--- config.mk ---
export PLATFORM = sky130hd
export DESIGN_NAME = xbar_top
export DESIGN_NICKNAME = d
export VERILOG_FILES = /design/src/hw/xbar_pkg.sv /design/src/hw/xbar_bank_arb.sv /design/src/hw/xbar_entry_pick.sv /design/src/hw/xbar_req_buffer.sv /design/src/hw/xbar_top.sv
export VERILOG_INCLUDE_DIRS = /design/src /design/src/include
export SDC_FILE = /design/constraint.sdc
export NUM_CORES = 2
export LEC_CHECK = 0
export BUFFER_PORTS_ARGS = -buffer_cell sky130_fd_sc_hd__buf_2
export CAP_MARGIN = 20
export CELL_PAD_IN_SITES_DETAIL_PLACEMENT = 0
export CELL_PAD_IN_SITES_GLOBAL_PLACEMENT = 1
export CORE_ASPECT_RATIO = 1.75
export CORE_MARGIN = 4
export CORE_UTILIZATION = 30
export DETAILED_ROUTE_END_ITERATION = 10
export GPL_TIMING_DRIVEN = 0
export PLACE_DENSITY_LB_ADDON = 0.1
export SLEW_MARGIN = 20
export SYNTH_ARGS = -nofsm -noshare
export SYNTH_HDL_FRONTEND = slang
export SYNTH_SLANG_ARGS = --single-unit
--- constraint.sdc ---
create_clock -name clk_i -period 15 [get_ports clk_i]
set_input_delay 1.5 -clock clk_i [delete_from_list [all_inputs] [get_ports clk_i]]
set_output_delay 1.5 -clock clk_i [all_outputs]
set_load 0.05 [all_outputs]
--- src/include/xbar_consts.svh ---
`ifndef XBAR_CONSTS_SVH
`define XBAR_CONSTS_SVH

// ---------------------------------------------------------------------------
// crossbar sizing
// ---------------------------------------------------------------------------

`define XBAR_NUM_CH     3  // request channels
`define XBAR_NUM_BANK   4  // cache banks
`define XBAR_BUF_DEPTH  5  // ring slots per channel

// line address, byte offset bits 3:0 are not carried
`define XBAR_ADDR_MSB   31
`define XBAR_ADDR_LSB   4

// bank select is the absolute bit pair 8:7
`define XBAR_BANK_SEL_LSB 7

// ---------------------------------------------------------------------------
// derived widths
// ---------------------------------------------------------------------------

`define XBAR_ADDR_W     (`XBAR_ADDR_MSB - `XBAR_ADDR_LSB + 1)
`define XBAR_BANK_W     $clog2(`XBAR_NUM_BANK)

`endif

--- src/hw/xbar_pkg.sv ---
`include "xbar_consts.svh"

package xbar_pkg;

  // -------------------------------------------------------------------------
  // shared vector types
  // -------------------------------------------------------------------------

  // line address, keeps absolute bit numbering so bank bits index directly
  typedef logic [`XBAR_ADDR_MSB:`XBAR_ADDR_LSB] xbar_addr_t;

  typedef logic [`XBAR_BANK_W-1:0] xbar_bank_t;  // bank number

  typedef logic [$clog2(`XBAR_NUM_CH)-1:0] xbar_ch_t;  // channel number

  // slot index into one channel's ring
  typedef logic [$clog2(`XBAR_BUF_DEPTH)-1:0] xbar_idx_t;

  // occupancy 0..depth inclusive
  typedef logic [$clog2(`XBAR_BUF_DEPTH + 1)-1:0] xbar_cnt_t;

endpackage

--- src/hw/xbar_bank_arb.sv ---
`timescale 1ns/1ps
`include "xbar_consts.svh"

// round-robin over channels for one bank, issue is registered
module xbar_bank_arb (
  input  logic                                    clk_i,
  input  logic                                    rst_i,
  input  logic [`XBAR_NUM_CH-1:0]                 want_i,
  input  xbar_pkg::xbar_addr_t [`XBAR_NUM_CH-1:0] addr_i,
  output logic [`XBAR_NUM_CH-1:0]                 grant_o,
  output logic                                    bank_valid_o,
  output xbar_pkg::xbar_addr_t                    bank_addr_o,
  output xbar_pkg::xbar_ch_t                      bank_ch_o
);
  import xbar_pkg::*;

  xbar_ch_t last_q;  // last granted channel
  xbar_ch_t sel;
  logic     hit;

  // -------------------------------------------------------------------------
  // selection
  // -------------------------------------------------------------------------

  // first wanting channel after last_q, counting up with wrap.
  // reverse order so the smallest offset wins
  always_comb begin
    int cand;

    sel = last_q;
    hit = 1'b0;
    for (int off = `XBAR_NUM_CH; off >= 1; off--) begin
      cand = int'(last_q) + off;
      if (cand >= `XBAR_NUM_CH) begin
        cand = cand - `XBAR_NUM_CH;
      end
      if (want_i[cand]) begin
        sel = xbar_ch_t'(cand);
        hit = 1'b1;
      end
    end
  end

  always_comb begin
    grant_o = '0;
    if (hit) begin
      grant_o[sel] = 1'b1;  // one-hot pulse back to the buffer
    end
  end

  // -------------------------------------------------------------------------
  // issue registers
  // -------------------------------------------------------------------------

  always_ff @(posedge clk_i or posedge rst_i) begin
    if (rst_i) begin
      last_q       <= xbar_ch_t'(`XBAR_NUM_CH - 1);  // ch0 goes first
      bank_valid_o <= 1'b0;
    end else begin
      bank_valid_o <= hit;  // single-cycle strobe
      if (hit) begin
        last_q <= sel;
      end
    end
  end

  always_ff @(posedge clk_i) begin
    if (hit) begin
      bank_addr_o <= addr_i[sel];
      bank_ch_o   <= sel;
    end
  end

endmodule

--- src/hw/xbar_entry_pick.sv ---
`timescale 1ns/1ps
`include "xbar_consts.svh"

// oldest waiting entry of one channel for one bank
module xbar_entry_pick (
  input  logic [`XBAR_BUF_DEPTH-1:0] valid_i,
  input  xbar_pkg::xbar_idx_t        rd_ptr_i,
  output xbar_pkg::xbar_idx_t        pick_o,
  output logic                       found_o
);
  import xbar_pkg::*;

  // scan from the read pointer forward, wrapping at the depth.
  // the loop runs from the far end back so the nearest hit is the last
  // one written, which keeps the result oldest-first
  always_comb begin
    int slot;

    pick_o  = rd_ptr_i;  // don't care when nothing is found
    found_o = 1'b0;
    for (int i = `XBAR_BUF_DEPTH - 1; i >= 0; i--) begin
      slot = int'(rd_ptr_i) + i;
      if (slot >= `XBAR_BUF_DEPTH) begin
        slot = slot - `XBAR_BUF_DEPTH;  // wrap
      end
      if (valid_i[slot]) begin
        pick_o  = xbar_idx_t'(slot);
        found_o = 1'b1;
      end
    end
  end

endmodule

--- src/hw/xbar_req_buffer.sv ---
`timescale 1ns/1ps
`include "xbar_consts.svh"

// one channel: ring of request slots, per-bank valid arrays, entry picks
module xbar_req_buffer (
  input  logic                                      clk_i,
  input  logic                                      rst_i,
  input  logic                                      req_valid_i,
  input  xbar_pkg::xbar_addr_t                      req_addr_i,
  output logic                                      allow_in_o,
  input  logic [`XBAR_NUM_BANK-1:0]                 grant_i,
  output logic [`XBAR_NUM_BANK-1:0]                 want_o,
  output xbar_pkg::xbar_addr_t [`XBAR_NUM_BANK-1:0] pick_addr_o
);
  import xbar_pkg::*;

  xbar_idx_t  wr_ptr_q;
  xbar_idx_t  rd_ptr_q;
  xbar_cnt_t  used_q;
  xbar_addr_t addr_mem [`XBAR_BUF_DEPTH];  // payload store
  xbar_bank_t req_bank;
  logic       accept;
  logic       free;
  logic [`XBAR_NUM_BANK-1:0] head_vld;     // bank bit of the slot at rd_ptr
  logic [`XBAR_BUF_DEPTH-1:0] wr_dcd;
  xbar_idx_t  pick_idx [`XBAR_NUM_BANK];

  function automatic xbar_idx_t idx_inc(xbar_idx_t p);
    return (p == xbar_idx_t'(`XBAR_BUF_DEPTH - 1)) ? '0 : p + xbar_idx_t'(1);
  endfunction

  function automatic logic [`XBAR_BUF_DEPTH-1:0] slot_dcd(xbar_idx_t p);
    logic [`XBAR_BUF_DEPTH-1:0] v;

    v    = '0;
    v[p] = 1'b1;
    return v;
  endfunction

  // -------------------------------------------------------------------------
  // ring control
  // -------------------------------------------------------------------------

  assign allow_in_o = used_q < xbar_cnt_t'(`XBAR_BUF_DEPTH);
  assign accept     = req_valid_i & allow_in_o;

  // head slot occupied but no bank still holds it
  assign free = (used_q != '0) & ~(|head_vld);

  always_ff @(posedge clk_i or posedge rst_i) begin
    if (rst_i) begin
      wr_ptr_q <= '0;
      rd_ptr_q <= '0;
      used_q   <= '0;
    end else begin
      if (accept) begin
        wr_ptr_q <= idx_inc(wr_ptr_q);
      end
      if (free) begin
        rd_ptr_q <= idx_inc(rd_ptr_q);  // at most one slot per cycle
      end
      case ({accept, free})
        2'b10:   used_q <= used_q + xbar_cnt_t'(1);
        2'b01:   used_q <= used_q - xbar_cnt_t'(1);
        default: used_q <= used_q;      // both or neither
      endcase
    end
  end

  always_ff @(posedge clk_i) begin
    if (accept) begin
      addr_mem[wr_ptr_q] <= req_addr_i;
    end
  end

  // bank mapping
  assign req_bank = req_addr_i[`XBAR_BANK_SEL_LSB + 1:`XBAR_BANK_SEL_LSB];
  assign wr_dcd   = slot_dcd(wr_ptr_q);

  // -------------------------------------------------------------------------
  // per-bank valid arrays and picks
  // -------------------------------------------------------------------------

  for (genvar b = 0; b < `XBAR_NUM_BANK; b++) begin : g_bank
    logic [`XBAR_BUF_DEPTH-1:0] vld_q;
    logic [`XBAR_BUF_DEPTH-1:0] set_vec;
    logic [`XBAR_BUF_DEPTH-1:0] clr_vec;

    assign set_vec = (accept && req_bank == xbar_bank_t'(b)) ? wr_dcd : '0;
    assign clr_vec = grant_i[b] ? slot_dcd(pick_idx[b]) : '0;  // granted entry

    // set and clear never hit the same slot, the write slot is empty
    always_ff @(posedge clk_i or posedge rst_i) begin
      if (rst_i) begin
        vld_q <= '0;
      end else begin
        vld_q <= (vld_q & ~clr_vec) | set_vec;
      end
    end

    assign head_vld[b] = vld_q[rd_ptr_q];

    xbar_entry_pick u_pick (
      .valid_i  (vld_q),
      .rd_ptr_i (rd_ptr_q),
      .pick_o   (pick_idx[b]),
      .found_o  (want_o[b])
    );

    assign pick_addr_o[b] = addr_mem[pick_idx[b]];
  end

endmodule

--- src/hw/xbar_top.sv ---
`timescale 1ns/1ps
`include "xbar_consts.svh"

// request side of the cache crossbar, 3 channels into 4 banks
module xbar_top (
  input  logic                                     clk_i,
  input  logic                                     rst_i,
  input  logic [`XBAR_NUM_CH-1:0]                  ch_req_valid_i,
  input  xbar_pkg::xbar_addr_t [`XBAR_NUM_CH-1:0]  ch_req_addr_i,
  output logic [`XBAR_NUM_CH-1:0]                  ch_req_allow_in_o,
  output logic [`XBAR_NUM_BANK-1:0]                bank_req_valid_o,
  output xbar_pkg::xbar_addr_t [`XBAR_NUM_BANK-1:0] bank_req_addr_o,
  output xbar_pkg::xbar_ch_t [`XBAR_NUM_BANK-1:0]  bank_req_ch_o
);
  import xbar_pkg::*;

  // channel-major, as the buffers see them
  logic [`XBAR_NUM_CH-1:0][`XBAR_NUM_BANK-1:0]       want_cb;
  logic [`XBAR_NUM_CH-1:0][`XBAR_NUM_BANK-1:0]       grant_cb;
  xbar_addr_t [`XBAR_NUM_CH-1:0][`XBAR_NUM_BANK-1:0] addr_cb;

  // bank-major, as the arbiters see them
  logic [`XBAR_NUM_BANK-1:0][`XBAR_NUM_CH-1:0]       want_bc;
  logic [`XBAR_NUM_BANK-1:0][`XBAR_NUM_CH-1:0]       grant_bc;
  xbar_addr_t [`XBAR_NUM_BANK-1:0][`XBAR_NUM_CH-1:0] addr_bc;

  // -------------------------------------------------------------------------
  // channel buffers
  // -------------------------------------------------------------------------

  for (genvar c = 0; c < `XBAR_NUM_CH; c++) begin : g_ch
    xbar_req_buffer u_buf (
      .clk_i       (clk_i),
      .rst_i       (rst_i),
      .req_valid_i (ch_req_valid_i[c]),
      .req_addr_i  (ch_req_addr_i[c]),
      .allow_in_o  (ch_req_allow_in_o[c]),
      .grant_i     (grant_cb[c]),
      .want_o      (want_cb[c]),
      .pick_addr_o (addr_cb[c])
    );
  end

  // transpose between channel order and bank order
  for (genvar c = 0; c < `XBAR_NUM_CH; c++) begin : g_xc
    for (genvar b = 0; b < `XBAR_NUM_BANK; b++) begin : g_xb
      assign want_bc[b][c]  = want_cb[c][b];
      assign addr_bc[b][c]  = addr_cb[c][b];
      assign grant_cb[c][b] = grant_bc[b][c];
    end
  end

  // -------------------------------------------------------------------------
  // bank arbiters
  // -------------------------------------------------------------------------

  for (genvar b = 0; b < `XBAR_NUM_BANK; b++) begin : g_bk
    xbar_bank_arb u_arb (
      .clk_i        (clk_i),
      .rst_i        (rst_i),
      .want_i       (want_bc[b]),
      .addr_i       (addr_bc[b]),
      .grant_o      (grant_bc[b]),
      .bank_valid_o (bank_req_valid_o[b]),
      .bank_addr_o  (bank_req_addr_o[b]),
      .bank_ch_o    (bank_req_ch_o[b])
    );
  end

endmodule

==> run metrics <==
Data required, critical path=15.38 ns; hold-critical path depth=1; CTS Hold Bufs=0; final setup fails=0; clock slew at reported path FFs=0.06 ns; FF/Latch Area=18700 µm²; TritonCTS Buffers=70; Initial DRC Count=5771; FF-to-FF setup slack=6.29 ns; Fillers=15670; initial antenna violation count=22; met2 Resource Use GR=0.5368; Area Growth Syn to Fin=15.16%; Worst EP arrival=9.09 ns; share of cells above drive strength 1=0.1887; global-route wire length before repair=380000 µm; Cell variety after synth=122; met1 Usage GRT=0.3827; top-count cell post-synth=edfxtp_1; PortBufs=215; top post-synthesis cells by area=edfxtp_1 35%, mux2i_1 8.3%, dfrtp_1 5.1%; Worst-Margin Slew=1.268 ns; GRT Max-Usage Layer=met2; clock sink total=639; largest area contributor in the netlist=edfxtp_1; Cells after Synth=4619; ys flop type=edfxtp_1; Multi-input gate area=25670 µm²; Synth Net Count=4774; status=completed; Synth Area in Compound Gates=0.2502; largest net degree at the start of global routing=79; Min-Delay Endpoint=g_ch[1].u_buf.used_q[2]; RSZ-0062 raised after global routing=false; worst-skew pair later-pin latency=0.69 ns; r2r worst-path depth=20; post-synth top area share=0.3499; Synth top cells by count=540 x edfxtp_1, 392 x nand2_1, 382 x mux2i_1, 255 x nor2_1, 247 x o21ai_0; CTS Root Cell=clkbuf_16; sequential area share after synthesis=0.4035; main combinational cell family by area after synthesis=compound AO/OA/AOI/OAI gates; H-tree depth=3; Crit Path Class=reg2reg; total die area=161100 µm²; post-CTS setup buffer count=0; Core Area=153300 µm²; Max Buffers Root-to-Sink=3; Slew headroom=0.1306; Post-Synth XOR/XNOR Area=0.005778; Worst Setup End Kind=flip-flop; total gr overflow=0; FFs w/ async S/R, synth=0.1549; Worst R2R End=g_bk[3].u_arb.bank_addr_o[15]; CP max FO=10; Final Skew=0.03055 ns; routed vias=45880; Post-Route WL=282800 µm; I/O pin cnt=216; Final Hold Vio Count=0; CP Launch Type=flip-flop; Worst Hold Launch=g_ch[1].u_buf.used_q[2]; die width=305.1 µm; HPWL Detailed=215300 µm; Yosys reg bits=639; Die H=527.9 µm; max frequency=114.8 MHz; Avg Cell Area, Syn=10.03 µm²; GRT Util Overall=0.3368; YS warnings=0; CTS tree=done; simple-gate share of the synthesized area=0.1246; Post-synth EDFFs=540; initial core utilization=0.3022; Layout Nets=5121; row cnt=190; period utilization=0.5810; mapped cell area=46340 µm²; met3 Resource Use GR=0.05176; Initial DRT Pass Iterations=6; RR Startpoint=g_ch[2].u_buf.rd_ptr_q[1]; vias per cell=6.508; mux share of post-synthesis cell area=0.1487; DRT antenna net count=0; maxcap violations=0; wire per inst=40.11 µm; detailed-route DRC error count=0; Slew Viols, Final=0; crit path time final=8.715 ns; Final GP Congestion=0.9777; Final TNS setup=0 ns; Adder-Cell Fraction of Synth Area=0.01831; vias in the first global route=44310; post-CTS resize count=0; HP Class=reg2reg
## kinds of logic (layout without fill, tap and decap cells)
kind of cell | after synthesis | count (layout)
adders and majority gates | 66 | 66
DFF | 639 | 639
AOI/OAI and AO/OA | 1586 | 1586
other | 0 | 11
and+or+nand+nor | 1175 | 1175
buffers and inverters | 515 | 919
xor gates and xnor gates | 28 | 28
muxes | 610 | 610
## metal layers
metal	vias to the layer above	part of all wire
li1	19050	-
met1	23100	0.36
met2	2928	0.45
met3	801	0.068
met4	2	0.12
met5	-	0.000046
## flip-flops by register name, indices dropped and copies added, names as in the netlist
register	count
g_ch.u_buf.rd_ptr_q	9
g_ch.u_buf.g_bank.vld_q	60
g_ch.u_buf.used_q	9
g_bk.u_arb.bank_addr_o	112
g_ch.u_buf.addr_mem	420
g_bk.u_arb.bank_valid_o	4
g_bk.u_arb.last_q	8
g_ch.u_buf.wr_ptr_q	9
g_bk.u_arb.bank_ch_o	8
## metrics by stage
stage	utilization	setup slack [ns]	cells	area, µm²	hold WS, ns
after floorplan	-	8.773	4619	46340	0.4573
after detailed placement	0.3325	6.405	6906	50990	0.4804
after CTS	0.3474	6.396	7035	53270	0.4914
after global placement	0.3257	3.242	6850	49940	0.4846
final	0.3481	6.285	7050	53370	0.4875
after global routing	0.3479	6.280	7040	53340	0.4974
## placed cells by master (no fill, tap or decap), types with 63 or more instances in the layout
cell type and n:
buf_2 342, nand3_1 73, inv_1 129, a21oi_1 194
clkbuf_16 72, edfxtp_1 540, ha_1 63, a32oi_1 68
mux2i_1 378, nor3_1 63, o211ai_1 114, mux2_2 182
nand2_1 392, dfrtp_1 95, o22ai_1 139, o21ai_0 246
nor2_1 239, a221oi_1 68, a211oi_1 89, clkbuf_1 194
## final cells by class
class,count,area share
antenna,11,0.0005158
buffer,372,0.03270
clock buffer,83,0.03491
clock inverter,46,0.007830
inverter,143,0.01020
multi-input combinational,3465,0.4811
sequential,639,0.3504
tap,2016,0.04726
timing repair buffer,275,0.03514
## worst max-delay path, stage by stage, from the launching register on
cell,delay [ns]
dfrtp_1,0.51
buf_2,0.31
buf_2,0.28
buf_1,0.56
inv_1,0.49
ha_1,0.37
inv_1,0.07
ha_1,0.31
nor2_1,0.11
o22ai_1,0.77
nand2_1,0.30
o22ai_1,0.49
or4b_1,0.30
a211o_1,0.36
a21oi_1,0.16
o41ai_2,0.70
buf_2,0.48
buf_1,0.92
a21oi_1,0.07
a21oi_1,0.67
o22ai_1,0.16
## worst max path at each step
stage                                             endpoint  depth (start not counted)                       from
after global routing         g_bk[3].u_arb.bank_addr_o[15]                         20  g_ch[2].u_buf.rd_ptr_q[1]
after detailed placement     g_bk[3].u_arb.bank_addr_o[15]                         20  g_ch[2].u_buf.rd_ptr_q[1]
after global placement    g_ch[2].u_buf.g_bank[0].vld_q[0]                         19  g_ch[2].u_buf.rd_ptr_q[1]
final                        g_bk[3].u_arb.bank_addr_o[15]                         20  g_ch[2].u_buf.rd_ptr_q[1]
after floorplan           g_ch[2].u_buf.g_bank[0].vld_q[4]                         19  g_ch[2].u_buf.rd_ptr_q[1]
after CTS                    g_bk[3].u_arb.bank_addr_o[15]                         20  g_ch[2].u_buf.rd_ptr_q[1]
Power is not shown: default switching activity piles up to over one toggle a cycle in this logic, so the estimate is an artifact.
